<file path="config.mk">
export PLATFORM = sky130hd
export DESIGN_NAME = rv32_exec_cluster
export DESIGN_NICKNAME = d
export VERILOG_FILES = /design/src/rv32_flow_pkg.sv /design/src/rv32_isa_pkg.sv /design/src/rv32_alu_pipe.sv /design/src/rv32_exec_cluster.sv /design/src/rv32_mul_div.sv /design/src/rv32_result_merge.sv
export VERILOG_INCLUDE_DIRS = /design/src /design/src/src
export SDC_FILE = /design/constraint.sdc
export NUM_CORES = 2
export LEC_CHECK = 0
export BUFFER_PORTS_ARGS = -buffer_cell sky130_fd_sc_hd__buf_2
export CORE_MARGIN = 8
export CORE_UTILIZATION = 40
export DETAILED_ROUTE_END_ITERATION = 16
export PLACE_DENSITY_LB_ADDON = 0.2
export RECOVER_POWER = 25
export SYNTH_ARGS = -nofsm -noshare
export SYNTH_HDL_FRONTEND = slang
export SYNTH_HIERARCHICAL = 1
export SYNTH_SLANG_ARGS = --single-unit
</file>
<file path="constraint.sdc">
create_clock -name clk_i -period 10.8 [get_ports clk_i]
set_input_delay 1.08 -clock clk_i [delete_from_list [all_inputs] [get_ports clk_i]]
set_output_delay 1.08 -clock clk_i [all_outputs]
set_load 0.05 [all_outputs]
</file>
<file path="src/rv32_exec_cfg.svh">
`ifndef RV32_EXEC_CFG_SVH
`define RV32_EXEC_CFG_SVH

// Datapath width
`define XLEN 32
`define TAG_WIDTH 4

// Issuer starts with this many credits, bounds ops in flight
`define ISSUE_CREDITS 4

// Merge buffer holds every op that can be in flight
`define RESULT_DEPTH `ISSUE_CREDITS

`endif

</file>
<file path="src/rv32_flow_pkg.sv">
`include "rv32_exec_cfg.svh"

package rv32_flow_pkg;

    // Tag returned with each result
    typedef logic [`TAG_WIDTH-1:0] tag_t;

    // Counts 0 up to RESULT_DEPTH + 1
    typedef logic [$clog2(`RESULT_DEPTH + 2)-1:0] credit_t;

    typedef enum logic [1:0] {
        MD_IDLE = 2'b00,
        MD_MUL  = 2'b01,
        MD_DIV  = 2'b10,
        MD_DONE = 2'b11  // Result valid for one cycle
    } md_state_e;

endpackage

</file>
<file path="src/rv32_isa_pkg.sv">
package rv32_isa_pkg;

    // Low bits follow funct3, bit 3 is funct7[5] for SUB and SRA
    // Bit 4 marks the M extension
    typedef enum logic [4:0] {
        OP_ADD    = 5'b00000,
        OP_SLL    = 5'b00001,
        OP_SLT    = 5'b00010,
        OP_SLTU   = 5'b00011,
        OP_XOR    = 5'b00100,
        OP_SRL    = 5'b00101,
        OP_OR     = 5'b00110,
        OP_AND    = 5'b00111,
        OP_SUB    = 5'b01000,
        OP_SRA    = 5'b01101,

        OP_MUL    = 5'b10000,
        OP_MULH   = 5'b10001,
        OP_MULHSU = 5'b10010,
        OP_MULHU  = 5'b10011,
        OP_DIV    = 5'b10100,
        OP_DIVU   = 5'b10101,
        OP_REM    = 5'b10110,
        OP_REMU   = 5'b10111
    } exec_op_e;

    // Unit select, 1 routes the op to the mul/div unit
    function automatic logic is_muldiv(input exec_op_e op);
        return op[4];
    endfunction

endpackage

</file>
<file path="src/rv32_alu_pipe.sv">
`timescale 1ns/1ns
`include "rv32_exec_cfg.svh"

module rv32_alu_pipe (
    input  logic                   clk_i,
    input  logic                   rst_n_i,
    input  logic                   op_valid_i,
    input  rv32_isa_pkg::exec_op_e op_i,
    input  logic [`XLEN-1:0]       op_a_i,
    input  logic [`XLEN-1:0]       op_b_i,
    input  rv32_flow_pkg::tag_t    op_tag_i,
    output logic                   res_valid_o,
    output rv32_flow_pkg::tag_t    res_tag_o,
    output logic [`XLEN-1:0]       res_data_o
);
    import rv32_isa_pkg::*;
    import rv32_flow_pkg::*;

    logic             s1_valid;
    exec_op_e         s1_op;
    logic [`XLEN-1:0] s1_a, s1_b;
    tag_t             s1_tag;
    logic [4:0]       shamt;
    logic [`XLEN-1:0] alu_result;

    // Stage one, capture ALU ops only
    always_ff @(posedge clk_i) begin
        if (!rst_n_i) begin
            s1_valid <= 1'b0;
        end else begin
            s1_valid <= op_valid_i && !is_muldiv(op_i);
        end
    end

    always_ff @(posedge clk_i) begin
        s1_op  <= op_i;
        s1_a   <= op_a_i;
        s1_b   <= op_b_i;
        s1_tag <= op_tag_i;
    end

    assign shamt = s1_b[4:0];

    always_comb begin
        case (s1_op)
            OP_ADD:  alu_result = s1_a + s1_b;
            OP_SUB:  alu_result = s1_a - s1_b;
            OP_SLL:  alu_result = s1_a << shamt;
            OP_SLT:  alu_result = `XLEN'($signed(s1_a) < $signed(s1_b));
            OP_SLTU: alu_result = `XLEN'(s1_a < s1_b);
            OP_XOR:  alu_result = s1_a ^ s1_b;
            OP_SRL:  alu_result = s1_a >> shamt;
            OP_SRA:  alu_result = $signed(s1_a) >>> shamt;  // Keeps sign
            OP_OR:   alu_result = s1_a | s1_b;
            OP_AND:  alu_result = s1_a & s1_b;
            default: alu_result = '0;
        endcase
    end

    // Stage two
    always_ff @(posedge clk_i) begin
        if (!rst_n_i) begin
            res_valid_o <= 1'b0;
        end else begin
            res_valid_o <= s1_valid;
        end
    end

    always_ff @(posedge clk_i) begin
        res_tag_o  <= s1_tag;
        res_data_o <= alu_result;
    end

endmodule

</file>
<file path="src/rv32_exec_cluster.sv">
`timescale 1ns/1ns
`include "rv32_exec_cfg.svh"

module rv32_exec_cluster (
    input  logic                   clk_i,
    input  logic                   rst_n_i,
    input  logic                   issue_valid_i,
    input  rv32_isa_pkg::exec_op_e issue_op_i,
    input  logic [`XLEN-1:0]       issue_a_i,
    input  logic [`XLEN-1:0]       issue_b_i,
    input  rv32_flow_pkg::tag_t    issue_tag_i,
    output logic                   issue_credit_o,
    input  logic                   res_credit_i,
    output logic                   res_valid_o,
    output rv32_flow_pkg::tag_t    res_tag_o,
    output logic [`XLEN-1:0]       res_data_o
);
    import rv32_flow_pkg::*;

    logic             alu_valid, md_valid;
    tag_t             alu_tag, md_tag;
    logic [`XLEN-1:0] alu_data, md_data;

    // Both units see every issue and pick their own ops
    rv32_alu_pipe rv32_alu_pipe_i (.clk_i(clk_i),
                                   .rst_n_i(rst_n_i),
                                   .op_valid_i(issue_valid_i),
                                   .op_i(issue_op_i),
                                   .op_a_i(issue_a_i),
                                   .op_b_i(issue_b_i),
                                   .op_tag_i(issue_tag_i),
                                   .res_valid_o(alu_valid),
                                   .res_tag_o(alu_tag),
                                   .res_data_o(alu_data));

    rv32_mul_div rv32_mul_div_i (.clk_i(clk_i),
                                 .rst_n_i(rst_n_i),
                                 .op_valid_i(issue_valid_i),
                                 .op_i(issue_op_i),
                                 .op_a_i(issue_a_i),
                                 .op_b_i(issue_b_i),
                                 .op_tag_i(issue_tag_i),
                                 .res_valid_o(md_valid),
                                 .res_tag_o(md_tag),
                                 .res_data_o(md_data));

    rv32_result_merge rv32_result_merge_i (.clk_i(clk_i),
                                           .rst_n_i(rst_n_i),
                                           .alu_valid_i(alu_valid),
                                           .alu_tag_i(alu_tag),
                                           .alu_data_i(alu_data),
                                           .md_valid_i(md_valid),
                                           .md_tag_i(md_tag),
                                           .md_data_i(md_data),
                                           .res_credit_i(res_credit_i),
                                           .res_valid_o(res_valid_o),
                                           .res_tag_o(res_tag_o),
                                           .res_data_o(res_data_o),
                                           .issue_credit_o(issue_credit_o));

endmodule

</file>
<file path="src/rv32_mul_div.sv">
`timescale 1ns/1ns
`include "rv32_exec_cfg.svh"

module rv32_mul_div (
    input  logic                   clk_i,
    input  logic                   rst_n_i,
    input  logic                   op_valid_i,
    input  rv32_isa_pkg::exec_op_e op_i,
    input  logic [`XLEN-1:0]       op_a_i,
    input  logic [`XLEN-1:0]       op_b_i,
    input  rv32_flow_pkg::tag_t    op_tag_i,
    output logic                   res_valid_o,
    output rv32_flow_pkg::tag_t    res_tag_o,
    output logic [`XLEN-1:0]       res_data_o
);
    import rv32_isa_pkg::*;
    import rv32_flow_pkg::*;

    localparam int QDEPTH = `ISSUE_CREDITS;
    localparam int QPTR_W = $clog2(QDEPTH);
    localparam int QCNT_W = QPTR_W + 1;

    exec_op_e           q_op  [QDEPTH];
    logic [`XLEN-1:0]   q_a   [QDEPTH];
    logic [`XLEN-1:0]   q_b   [QDEPTH];
    tag_t               q_tag [QDEPTH];
    logic [QPTR_W-1:0]  q_wr_ptr, q_rd_ptr;
    logic [QCNT_W-1:0]  q_count;
    logic               q_push, q_pop;

    exec_op_e           h_op;
    logic [`XLEN-1:0]   h_a, h_b;
    logic               h_signed, h_div0, h_ovf;

    md_state_e          state;
    exec_op_e           cur_op;
    logic [`XLEN-1:0]   cur_a, cur_b;
    logic [`XLEN-1:0]   quo, rem, divisor;
    logic               neg_q, neg_r;
    logic [$clog2(`XLEN):0] step;
    logic [`XLEN:0]     rem_shift, rem_trial;
    logic [`XLEN:0]     mul_a, mul_b;
    logic [2*`XLEN+1:0] product;

    assign q_push = op_valid_i && is_muldiv(op_i);
    assign q_pop  = (state == MD_IDLE) && (q_count != '0);

    // Op queue, issue order
    always_ff @(posedge clk_i) begin
        if (q_push) begin
            q_op[q_wr_ptr]  <= op_i;
            q_a[q_wr_ptr]   <= op_a_i;
            q_b[q_wr_ptr]   <= op_b_i;
            q_tag[q_wr_ptr] <= op_tag_i;
        end
    end

    always_ff @(posedge clk_i) begin
        if (!rst_n_i) begin
            q_wr_ptr <= '0;
            q_rd_ptr <= '0;
            q_count  <= '0;
        end else begin
            if (q_push) q_wr_ptr <= q_wr_ptr + 1'b1;
            if (q_pop)  q_rd_ptr <= q_rd_ptr + 1'b1;
            q_count <= q_count + QCNT_W'(q_push) - QCNT_W'(q_pop);
        end
    end

    assign h_op     = q_op[q_rd_ptr];
    assign h_a      = q_a[q_rd_ptr];
    assign h_b      = q_b[q_rd_ptr];
    assign h_signed = (h_op == OP_DIV) || (h_op == OP_REM);
    assign h_div0   = (h_b == '0);
    assign h_ovf    = h_signed && (h_a == {1'b1, {(`XLEN-1){1'b0}}}) && (h_b == '1);

    // 33-bit operands cover signed, mixed and unsigned products
    assign mul_a   = {(cur_op != OP_MULHU) && cur_a[`XLEN-1], cur_a};
    assign mul_b   = {(cur_op == OP_MULH) && cur_b[`XLEN-1], cur_b};
    assign product = $signed(mul_a) * $signed(mul_b);

    assign rem_shift = {rem, quo[`XLEN-1]};
    assign rem_trial = rem_shift - {1'b0, divisor};  // MSB set means no fit

    always_ff @(posedge clk_i) begin
        if (!rst_n_i) begin
            state <= MD_IDLE;
        end else begin
            case (state)
                MD_IDLE: if (q_pop) begin
                    if (!h_op[2])               state <= MD_MUL;
                    else if (h_div0 || h_ovf)   state <= MD_DONE;
                    else                        state <= MD_DIV;
                end
                MD_MUL:  state <= MD_DONE;
                MD_DIV:  if (step == `XLEN) state <= MD_DONE;
                default: state <= MD_IDLE;
            endcase
        end
    end

    always_ff @(posedge clk_i) begin
        case (state)
            MD_IDLE: if (q_pop) begin
                cur_op    <= h_op;
                cur_a     <= h_a;
                cur_b     <= h_b;
                res_tag_o <= q_tag[q_rd_ptr];
                quo       <= (h_signed && h_a[`XLEN-1]) ? -h_a : h_a;
                divisor   <= (h_signed && h_b[`XLEN-1]) ? -h_b : h_b;
                rem       <= '0;
                step      <= '0;
                neg_q     <= h_signed && (h_a[`XLEN-1] ^ h_b[`XLEN-1]);
                neg_r     <= h_signed && h_a[`XLEN-1];
                // RISC-V corner cases finish without iterating
                if (h_div0) begin
                    res_data_o <= (h_op == OP_DIV || h_op == OP_DIVU) ? '1 : h_a;
                end else if (h_ovf) begin
                    res_data_o <= (h_op == OP_DIV) ? h_a : '0;
                end
            end
            MD_MUL: begin
                res_data_o <= (cur_op == OP_MUL) ? product[`XLEN-1:0]
                                                 : product[2*`XLEN-1:`XLEN];
            end
            MD_DIV: begin
                if (step != `XLEN) begin
                    rem  <= rem_trial[`XLEN] ? rem_shift[`XLEN-1:0] : rem_trial[`XLEN-1:0];
                    quo  <= {quo[`XLEN-2:0], ~rem_trial[`XLEN]};
                    step <= step + 1'b1;
                end else if (cur_op == OP_REM || cur_op == OP_REMU) begin
                    res_data_o <= neg_r ? -rem : rem;  // Sign fix-up
                end else begin
                    res_data_o <= neg_q ? -quo : quo;
                end
            end
            default: ;
        endcase
    end

    assign res_valid_o = (state == MD_DONE);

endmodule

</file>
<file path="src/rv32_result_merge.sv">
`timescale 1ns/1ns
`include "rv32_exec_cfg.svh"

module rv32_result_merge (
    input  logic                clk_i,
    input  logic                rst_n_i,
    input  logic                alu_valid_i,
    input  rv32_flow_pkg::tag_t alu_tag_i,
    input  logic [`XLEN-1:0]    alu_data_i,
    input  logic                md_valid_i,
    input  rv32_flow_pkg::tag_t md_tag_i,
    input  logic [`XLEN-1:0]    md_data_i,
    input  logic                res_credit_i,
    output logic                res_valid_o,
    output rv32_flow_pkg::tag_t res_tag_o,
    output logic [`XLEN-1:0]    res_data_o,
    output logic                issue_credit_o
);
    import rv32_flow_pkg::*;

    localparam int PTR_W = $clog2(`RESULT_DEPTH);

    tag_t             buf_tag  [`RESULT_DEPTH];
    logic [`XLEN-1:0] buf_data [`RESULT_DEPTH];
    logic [PTR_W-1:0] wr_ptr, rd_ptr;
    logic [PTR_W-1:0] md_slot;
    credit_t          fill;
    credit_t          credits;  // Consumer credits held
    logic             pop;

    // ALU result takes the first free slot on a double write
    assign md_slot = alu_valid_i ? wr_ptr + 1'b1 : wr_ptr;

    always_ff @(posedge clk_i) begin
        if (alu_valid_i) begin
            buf_tag[wr_ptr]  <= alu_tag_i;
            buf_data[wr_ptr] <= alu_data_i;
        end
        if (md_valid_i) begin
            buf_tag[md_slot]  <= md_tag_i;
            buf_data[md_slot] <= md_data_i;
        end
    end

    assign pop = (fill != '0) && (credits != '0);

    always_ff @(posedge clk_i) begin
        if (!rst_n_i) begin
            wr_ptr  <= '0;
            rd_ptr  <= '0;
            fill    <= '0;
            credits <= '0;
        end else begin
            wr_ptr  <= wr_ptr + PTR_W'(alu_valid_i) + PTR_W'(md_valid_i);
            if (pop) begin
                rd_ptr <= rd_ptr + 1'b1;
            end
            fill    <= fill + credit_t'(alu_valid_i) + credit_t'(md_valid_i)
                       - credit_t'(pop);
            credits <= credits + credit_t'(res_credit_i) - credit_t'(pop);
        end
    end

    // Oldest entry goes out, freeing one issue slot
    assign res_valid_o    = pop;
    assign res_tag_o      = buf_tag[rd_ptr];
    assign res_data_o     = buf_data[rd_ptr];
    assign issue_credit_o = pop;

endmodule
</file>
* Word level (Yosys, flattened, before mapping)
Memory sizes are Yosys's and may differ from the RTL's. A register that Yosys moved wholly into a read port is not among the register bits.
Index checks and enable logic that the tools add are counted.
** Storage, ports and cells
- Flip-flop bits (word level) :: 335
- Bits in latches :: 0
- Memory bits (writable) :: 436
- Memory bits (read-only) :: 0
- Output and inout bits :: 38
- Word-level logic and storage cells :: 167
- Memories kept :: 6
** Memories
- rv32_mul_div_i.q_a :: depth 4, bits a word 32, read ports 1, clocked after memory_dff 1, wr ports 1, RTL line rv32_mul_div.sv:24 : logic [`XLEN-1:0] q_a [QDEPTH];
- rv32_mul_div_i.q_b :: depth 4, bits a word 32, read ports 1, clocked after memory_dff 1, wr ports 1, RTL line rv32_mul_div.sv:25 : logic [`XLEN-1:0] q_b [QDEPTH];
- rv32_result_merge_i.buf_data :: depth 4, bits a word 32, read ports 1, clocked after memory_dff 1, wr ports 2, RTL line rv32_result_merge.sv:24 : logic [`XLEN-1:0] buf_data [`RESULT_DEPTH];
- rv32_mul_div_i.q_op :: depth 4, bits a word 5, read ports 1, clocked after memory_dff 1, wr ports 1, RTL line rv32_mul_div.sv:23 : exec_op_e q_op [QDEPTH];
- rv32_mul_div_i.q_tag :: depth 4, bits a word 4, read ports 1, clocked after memory_dff 1, wr ports 1, RTL line rv32_mul_div.sv:26 : tag_t q_tag [QDEPTH];
- rv32_result_merge_i.buf_tag :: depth 4, bits a word 4, read ports 1, clocked after memory_dff 1, wr ports 2, RTL line rv32_result_merge.sv:23 : tag_t buf_tag [`RESULT_DEPTH];
** Operators by class
- Add/subtract/negate cells :: 21
- Multipliers :: 1
- Div/mod/pow operators :: 0
- Order comparisons :: 2
- Equal/unequal tests :: 29
- Shift operators :: 3
- Muxes and demuxes :: 46
- Bitwise operators :: 5
- Reductions and logical operators :: 28
** Operators by type and width (number)
- 32-bit 2-to-1 mux :: 17
- 32-bit one-hot mux with 10 select lines :: 1
- 32-bit negation :: 4
- 32-bit one-hot mux with 2 select lines :: 2
- 32-bit one-hot mux with 3 select lines :: 1
- 32-bit == test, second input constant :: 2
- 32-bit less-than comparator :: 2
- 33-bit by 33-bit multiplier with 64-bit output :: 1
- 5-bit == test, second input constant :: 7
- 33-bit by 32-bit subtractor with 33-bit output :: 1
- 32-bit adder :: 1
- 32-bit AND :: 1
- 32-bit zero test :: 1
- 32-bit bitwise OR :: 1
- 32-bit by 5-bit left shift with 32-bit output :: 1
- 32-bit by 5-bit right shift with 32-bit output :: 1
- 32-bit by 5-bit >>> shifter with 32-bit output :: 1
- 32-bit subtractor :: 1
- 32-bit bitwise XOR :: 1
- 2-bit 2-to-1 mux :: 14
- 5-bit by 3-bit == test with 1-bit output, second input constant :: 4
- 3-bit by 1-bit adder with 3-bit output :: 4
- 6-bit 2-to-1 mux :: 2
- 6-bit one-hot mux with 2 select lines :: 1
- 29 further kinds :: 63

* Logic depth before layout (Yosys ltp)
- Word-level depth :: 9
- Mapped depth :: 31
- Depth with buffers taken out :: 29

* By module
Netlist, hierarchy kept.
** By module, submodules not included
- rv32_mul_div :: instances 1, cells an instance 5941, area each 61968.2 um^2, seq. area each 15234.6 um^2
- rv32_alu_pipe :: instances 1, cells an instance 1353, area each 10958.0 um^2, seq. area each 2222.1 um^2
- rv32_result_merge :: instances 1, cells an instance 426, area each 7688.6 um^2, seq. area each 4564.4 um^2

* Least setup slack after synthesis
No wires, ideal clock.
- Path type :: reg-to-reg
- Start :: register rv32_mul_div_i.cur_op[3]
- End :: register rv32_mul_div_i.res_data_o[28], data pin
- Arrival :: 8860 ps
- Data required time :: 10654 ps
- Setup slack :: 1794 ps
- Cell stages (with the launch flop) :: 31
- Buffers on the path :: 1
- Period minus slack after synthesis :: 9006 ps
- Path through :: edfxtp_1 > nand2b_1 > o31a_1 > clkbuf_1 > nand2_1 > inv_1 > fa_1 > inv_1 > fa_1 > inv_1 > fa_1 > fa_1 > inv_1 > fa_1 > inv_1 > fa_1 > inv_1 > fa_1 > fa_1 > inv_1 > ha_1 > and4_1 > or3b_2 > or4_1 > o221ai_1 > a2111oi_0 > a21bo_2 > a221oi_1 > mux2i_1 > o311a_1 > a21oi_1
** On the way
- Cells in the longest elaborated chain, start to end :: 5
- Elaborated cells between the ends (all ways) :: 13
- Those cells by class :: 1 x mul; 5 x eq/ne; 4 x mux; 3 x reduce/logical
** RTL lines
- from (decl) :: RTL line rv32_mul_div.sv:36 : exec_op_e cur_op;
- from (signal assigned) :: RTL line rv32_mul_div.sv:105 : cur_op <= h_op;
- 5-bit inequality test, or another cell as far along :: RTL line rv32_mul_div.sv:78 : assign mul_a = {(cur_op != OP_MULHU) && cur_a[`XLEN-1], cur_a};
- 1-bit logical AND, or another cell as far along :: RTL line rv32_mul_div.sv:78
- 33-bit by 33-bit multiplier with 64-bit output or 32-bit 2-to-1 mux (tied branches) :: RTL line rv32_mul_div.sv:80, rv32_mul_div.sv:131
- 32-bit 2-to-1 mux, on equally long branches :: RTL line rv32_mul_div.sv:123, rv32_mul_div.sv:127
- 32-bit one-hot mux with 3 select lines (*) :: RTL line rv32_mul_div.sv:103 : case (state)
- to (signal assigned) :: RTL line rv32_mul_div.sv:123 : res_data_o <= (cur_op == OP_MUL) ? product[`XLEN-1:0]
- to (signal assigned) :: RTL line rv32_mul_div.sv:132 : res_data_o <= neg_r ? -rem : rem;
- to (signal assigned) :: RTL line rv32_mul_div.sv:134 : res_data_o <= neg_q ? -quo : quo;
- to (decl) :: RTL line rv32_mul_div.sv:14 : output logic [`XLEN-1:0] res_data_o
Mark *: on every way between the ends. The rest lies on a longest branch, timed or not. The select of a mux whose other input is x is not followed.
A chain may end at the register's enable or synchronous reset.

* Final worst setup path
Ends and elaborated chain as after synthesis.

==> flow_summary.yaml <==
outcome:
  status: "complete, no violations"
place:
  hpwl_um: 199000
  dp_cells: 10200
  routabilityCongestion: 0.953
  port_buffers: 114
worst_setup_path:
  cp_slowest_stage_delay_ns: 0.60
  crit_top_cell: "fa_1"
  crit_type: "reg -> reg"
  cp-end-kind: "register"
  cp_slowest_cell: "fa_1"
  cp_data_required_time_ns: 11.21
  worstPathArrival_ns: 10.17
  start_kind: "register"
  path_max_fanout: 10
floorplanning:
  die-area_um2: 216000
  die_h_um: 465
  rows: 164
  core_um2: 200000
  dieWidth_um: 465
  initial_core_util_pct: 40.3
  num_io_pins: 115
final_layout:
  final_nets: 9224
  fillers: 19100
  drive_above_1_share_pct: 9.29
  top_regs: "rv32_mul_div_i/q_a (128), rv32_mul_div_i/q_b (128), rv32_result_merge_i/buf_data (128)"
  syn2layout_area_growth_pct: 7.94
  final_cells: 10400
clock_network:
  cts_sinks: 778
  clkLatencyLatePin_ns: 0.66
  root_buffer: "clkbuf_16"
  cts_hold_buffers: 0
  cts_setup_buffers: 0
  cts.clk_slew.worst_paths_ns: 0.06
  ctsResizeCount: 0
  clockBufferDepth: 3
  cts_made_buffers: 85
  cts_tree: "yes"
  htree_levels: 3
synth:
  ys.flop_type: "edfxtp_1"
  yosys_warnings: 6
  async_flop_share_pct: 0
  ys_seq_area_share_pct: 27.3
  synth_cell_type_count: 104
  synth_fp_nets: 9295
  netlist_area_um2: 80600
  synthesis.instances: 7720
  synth_edf_count: 644
  ys_ff_latch: 778
  avgSynthCellArea_um2: 10.4
timing:
  skew_ns: 0.0257
  min_period_ns: 9.77
  relSlewSlack_pct: 11.0
  setup_viol: 0
  fin_tns_setup_ns: 0
  finalHoldViolCount: 0
  finalCritPeriodShare_pct: 90.5
  fmax_mhz: 102
  worst_slew_pin_slew_ns: 1.32
  grt_setup_unrepaired: "no"
  slew_violations: 0
route:
  vias: 57200
  wirelength_um: 250000
  drc: 0
  postRouteAntennaNets: 0
  wire_per_inst_um: 24.1
  viasPerCell: 5.51
  firstDrtPassIters: 6
  drtIter0Drc: 4634
grt:
  grtUsageTotal_pct: 23.1
  grt_overflow: 0
  grt_pass1_wl_um: 383000
  antenna_found_initial: 36
  grt_max_degree: 75
  grt_pass1_vias: 60200
run:
  drv_cap: 0
worst_hold_path:
  hp-class: "reg -> reg"
synth_stat cells (all sizes together) (42+ instances only):
library cell	n	share of area (%)
mux2i	71	0.89
a211oi	42	0.40
xnor2	144	1.6
a21o	55	0.51
nor2b	51	0.40
clkbuf	334	1.6
dfxtp	134	3.3
xor2	95	1.0
o21ai	253	1.6
mux4	164	4.6
mux2	151	2.1
fa	1133	28
buf	89	0.74
and2	361	2.8
a21oi	291	1.8
nor2	279	1.3
ha	365	5.7
edfxtp	644	24
nor3	82	0.53
inv	1304	6.1
nand3	61	0.38
nand2	1011	4.7
o211ai	53	0.49
area by class of cell:
| type | instances | area [um^2] | area share, % |
|---|---|---|---|
| antenna | 13 | 32.5 | 0.0374 |
| tap | 2656 | 3320 | 3.82 |
| timing repair buffer | 265 | 1630 | 1.87 |
| multi-input combinational | 5214 | 52000 | 59.7 |
| clock buffer | 109 | 2360 | 2.71 |
| clock inverter | 51 | 772 | 0.887 |
| inverter | 1305 | 4900 | 5.63 |
| sequential | 778 | 22000 | 25.3 |
cells in the final DEF, fill, tap and decap left out, types with 24 or more instances in the layout:
master     count
xnor2_1      143
o31ai_1       32
nor3_1        79
o21ai_0      230
mux2i_1       70
inv_1       1299
mux4_2       156
or3_1         29
a211oi_1      41
a31oi_1       40
buf_4        150
dfxtp_1      125
clkbuf_16     87
nor2b_1       50
clkbuf_1      85
o21a_1        32
a221oi_1      27
ha_1         364
edfxtp_1     644
nand3_1       59
a21o_1        55
nand2_1     1011
o21bai_1      24
nor2_1       279
xor2_1        95
a21oi_1      289
fa_1        1133
buf_2         41
and2_1       359
and3_1        27
nand4_1       28
o211ai_1      53
mux2_2       148
worst paths after layout:
path | startpoint | end | slack [ns] | cells past startpoint
setup / recovery | rv32_mul_div_i/cur_op[3] | rv32_mul_div_i/res_data_o[28] | 1.03 | 28
hold / removal | rv32_alu_pipe_i/s1_tag[0] | rv32_alu_pipe_i/res_tag_o[0] | 0.33 | 0
setup reg to reg | rv32_mul_div_i/cur_op[3] | rv32_mul_div_i/res_data_o[28] | 1.03 | 28
hold reg to reg | rv32_alu_pipe_i/s1_tag[0] | rv32_alu_pipe_i/res_tag_o[0] | 0.33 | 0
stage by stage:
step / util (%) / hold slack [ns] / setup WS [ns] / instance area [um^2]
after floorplan: - / 0.310 / 1.79 / 80600
after global placement: 42.0 / 0.313 / 1.24 / 83900
after detailed placement: 42.0 / 0.314 / 1.00 / 83900
after CTS: 43.5 / 0.330 / 1.01 / 87100
after global routing: 43.5 / 0.343 / 0.356 / 87000
final: 43.5 / 0.328 / 1.03 / 87000
worst max-delay path, delay by kind of cell, from the launching register on:
family	cells	cell delay, ns
mux	1	0.33
compound gates	9	2.75
flops	1	0.38
simple gates	2	0.44
buf+inv	7	0.86
fa+ha+maj	9	4.74
layer usage:
metal / wire, um / track usage (%) / up-vias
li1: - / - / 25200
met3: 16800 / 3.39 / 398
met2: 117000 / 38.0 / 1985
met1: 106000 / 31.5 / 29600
met4: 9840 / 7.69 / 16
met5: 110 / 0 / -
kinds of logic (layout without fill, tap and decap cells):
family          Yosys count  after routing  synth area share (%)
fa+ha+maj              1498           1498                  33.8
compound gates         1051           1051                  8.53
other cells               0             13                     0
simple gates           2040           2040                  11.8
flops                   778            778                  27.3
xor+xnor                239            239                  2.60
buf+inv                1728           1730                  8.37
mux                     386            386                  7.62
Power is left out: the tool's default activity adds up to more than one toggle a clock period on the data nets, which glitch-free logic cannot reach.
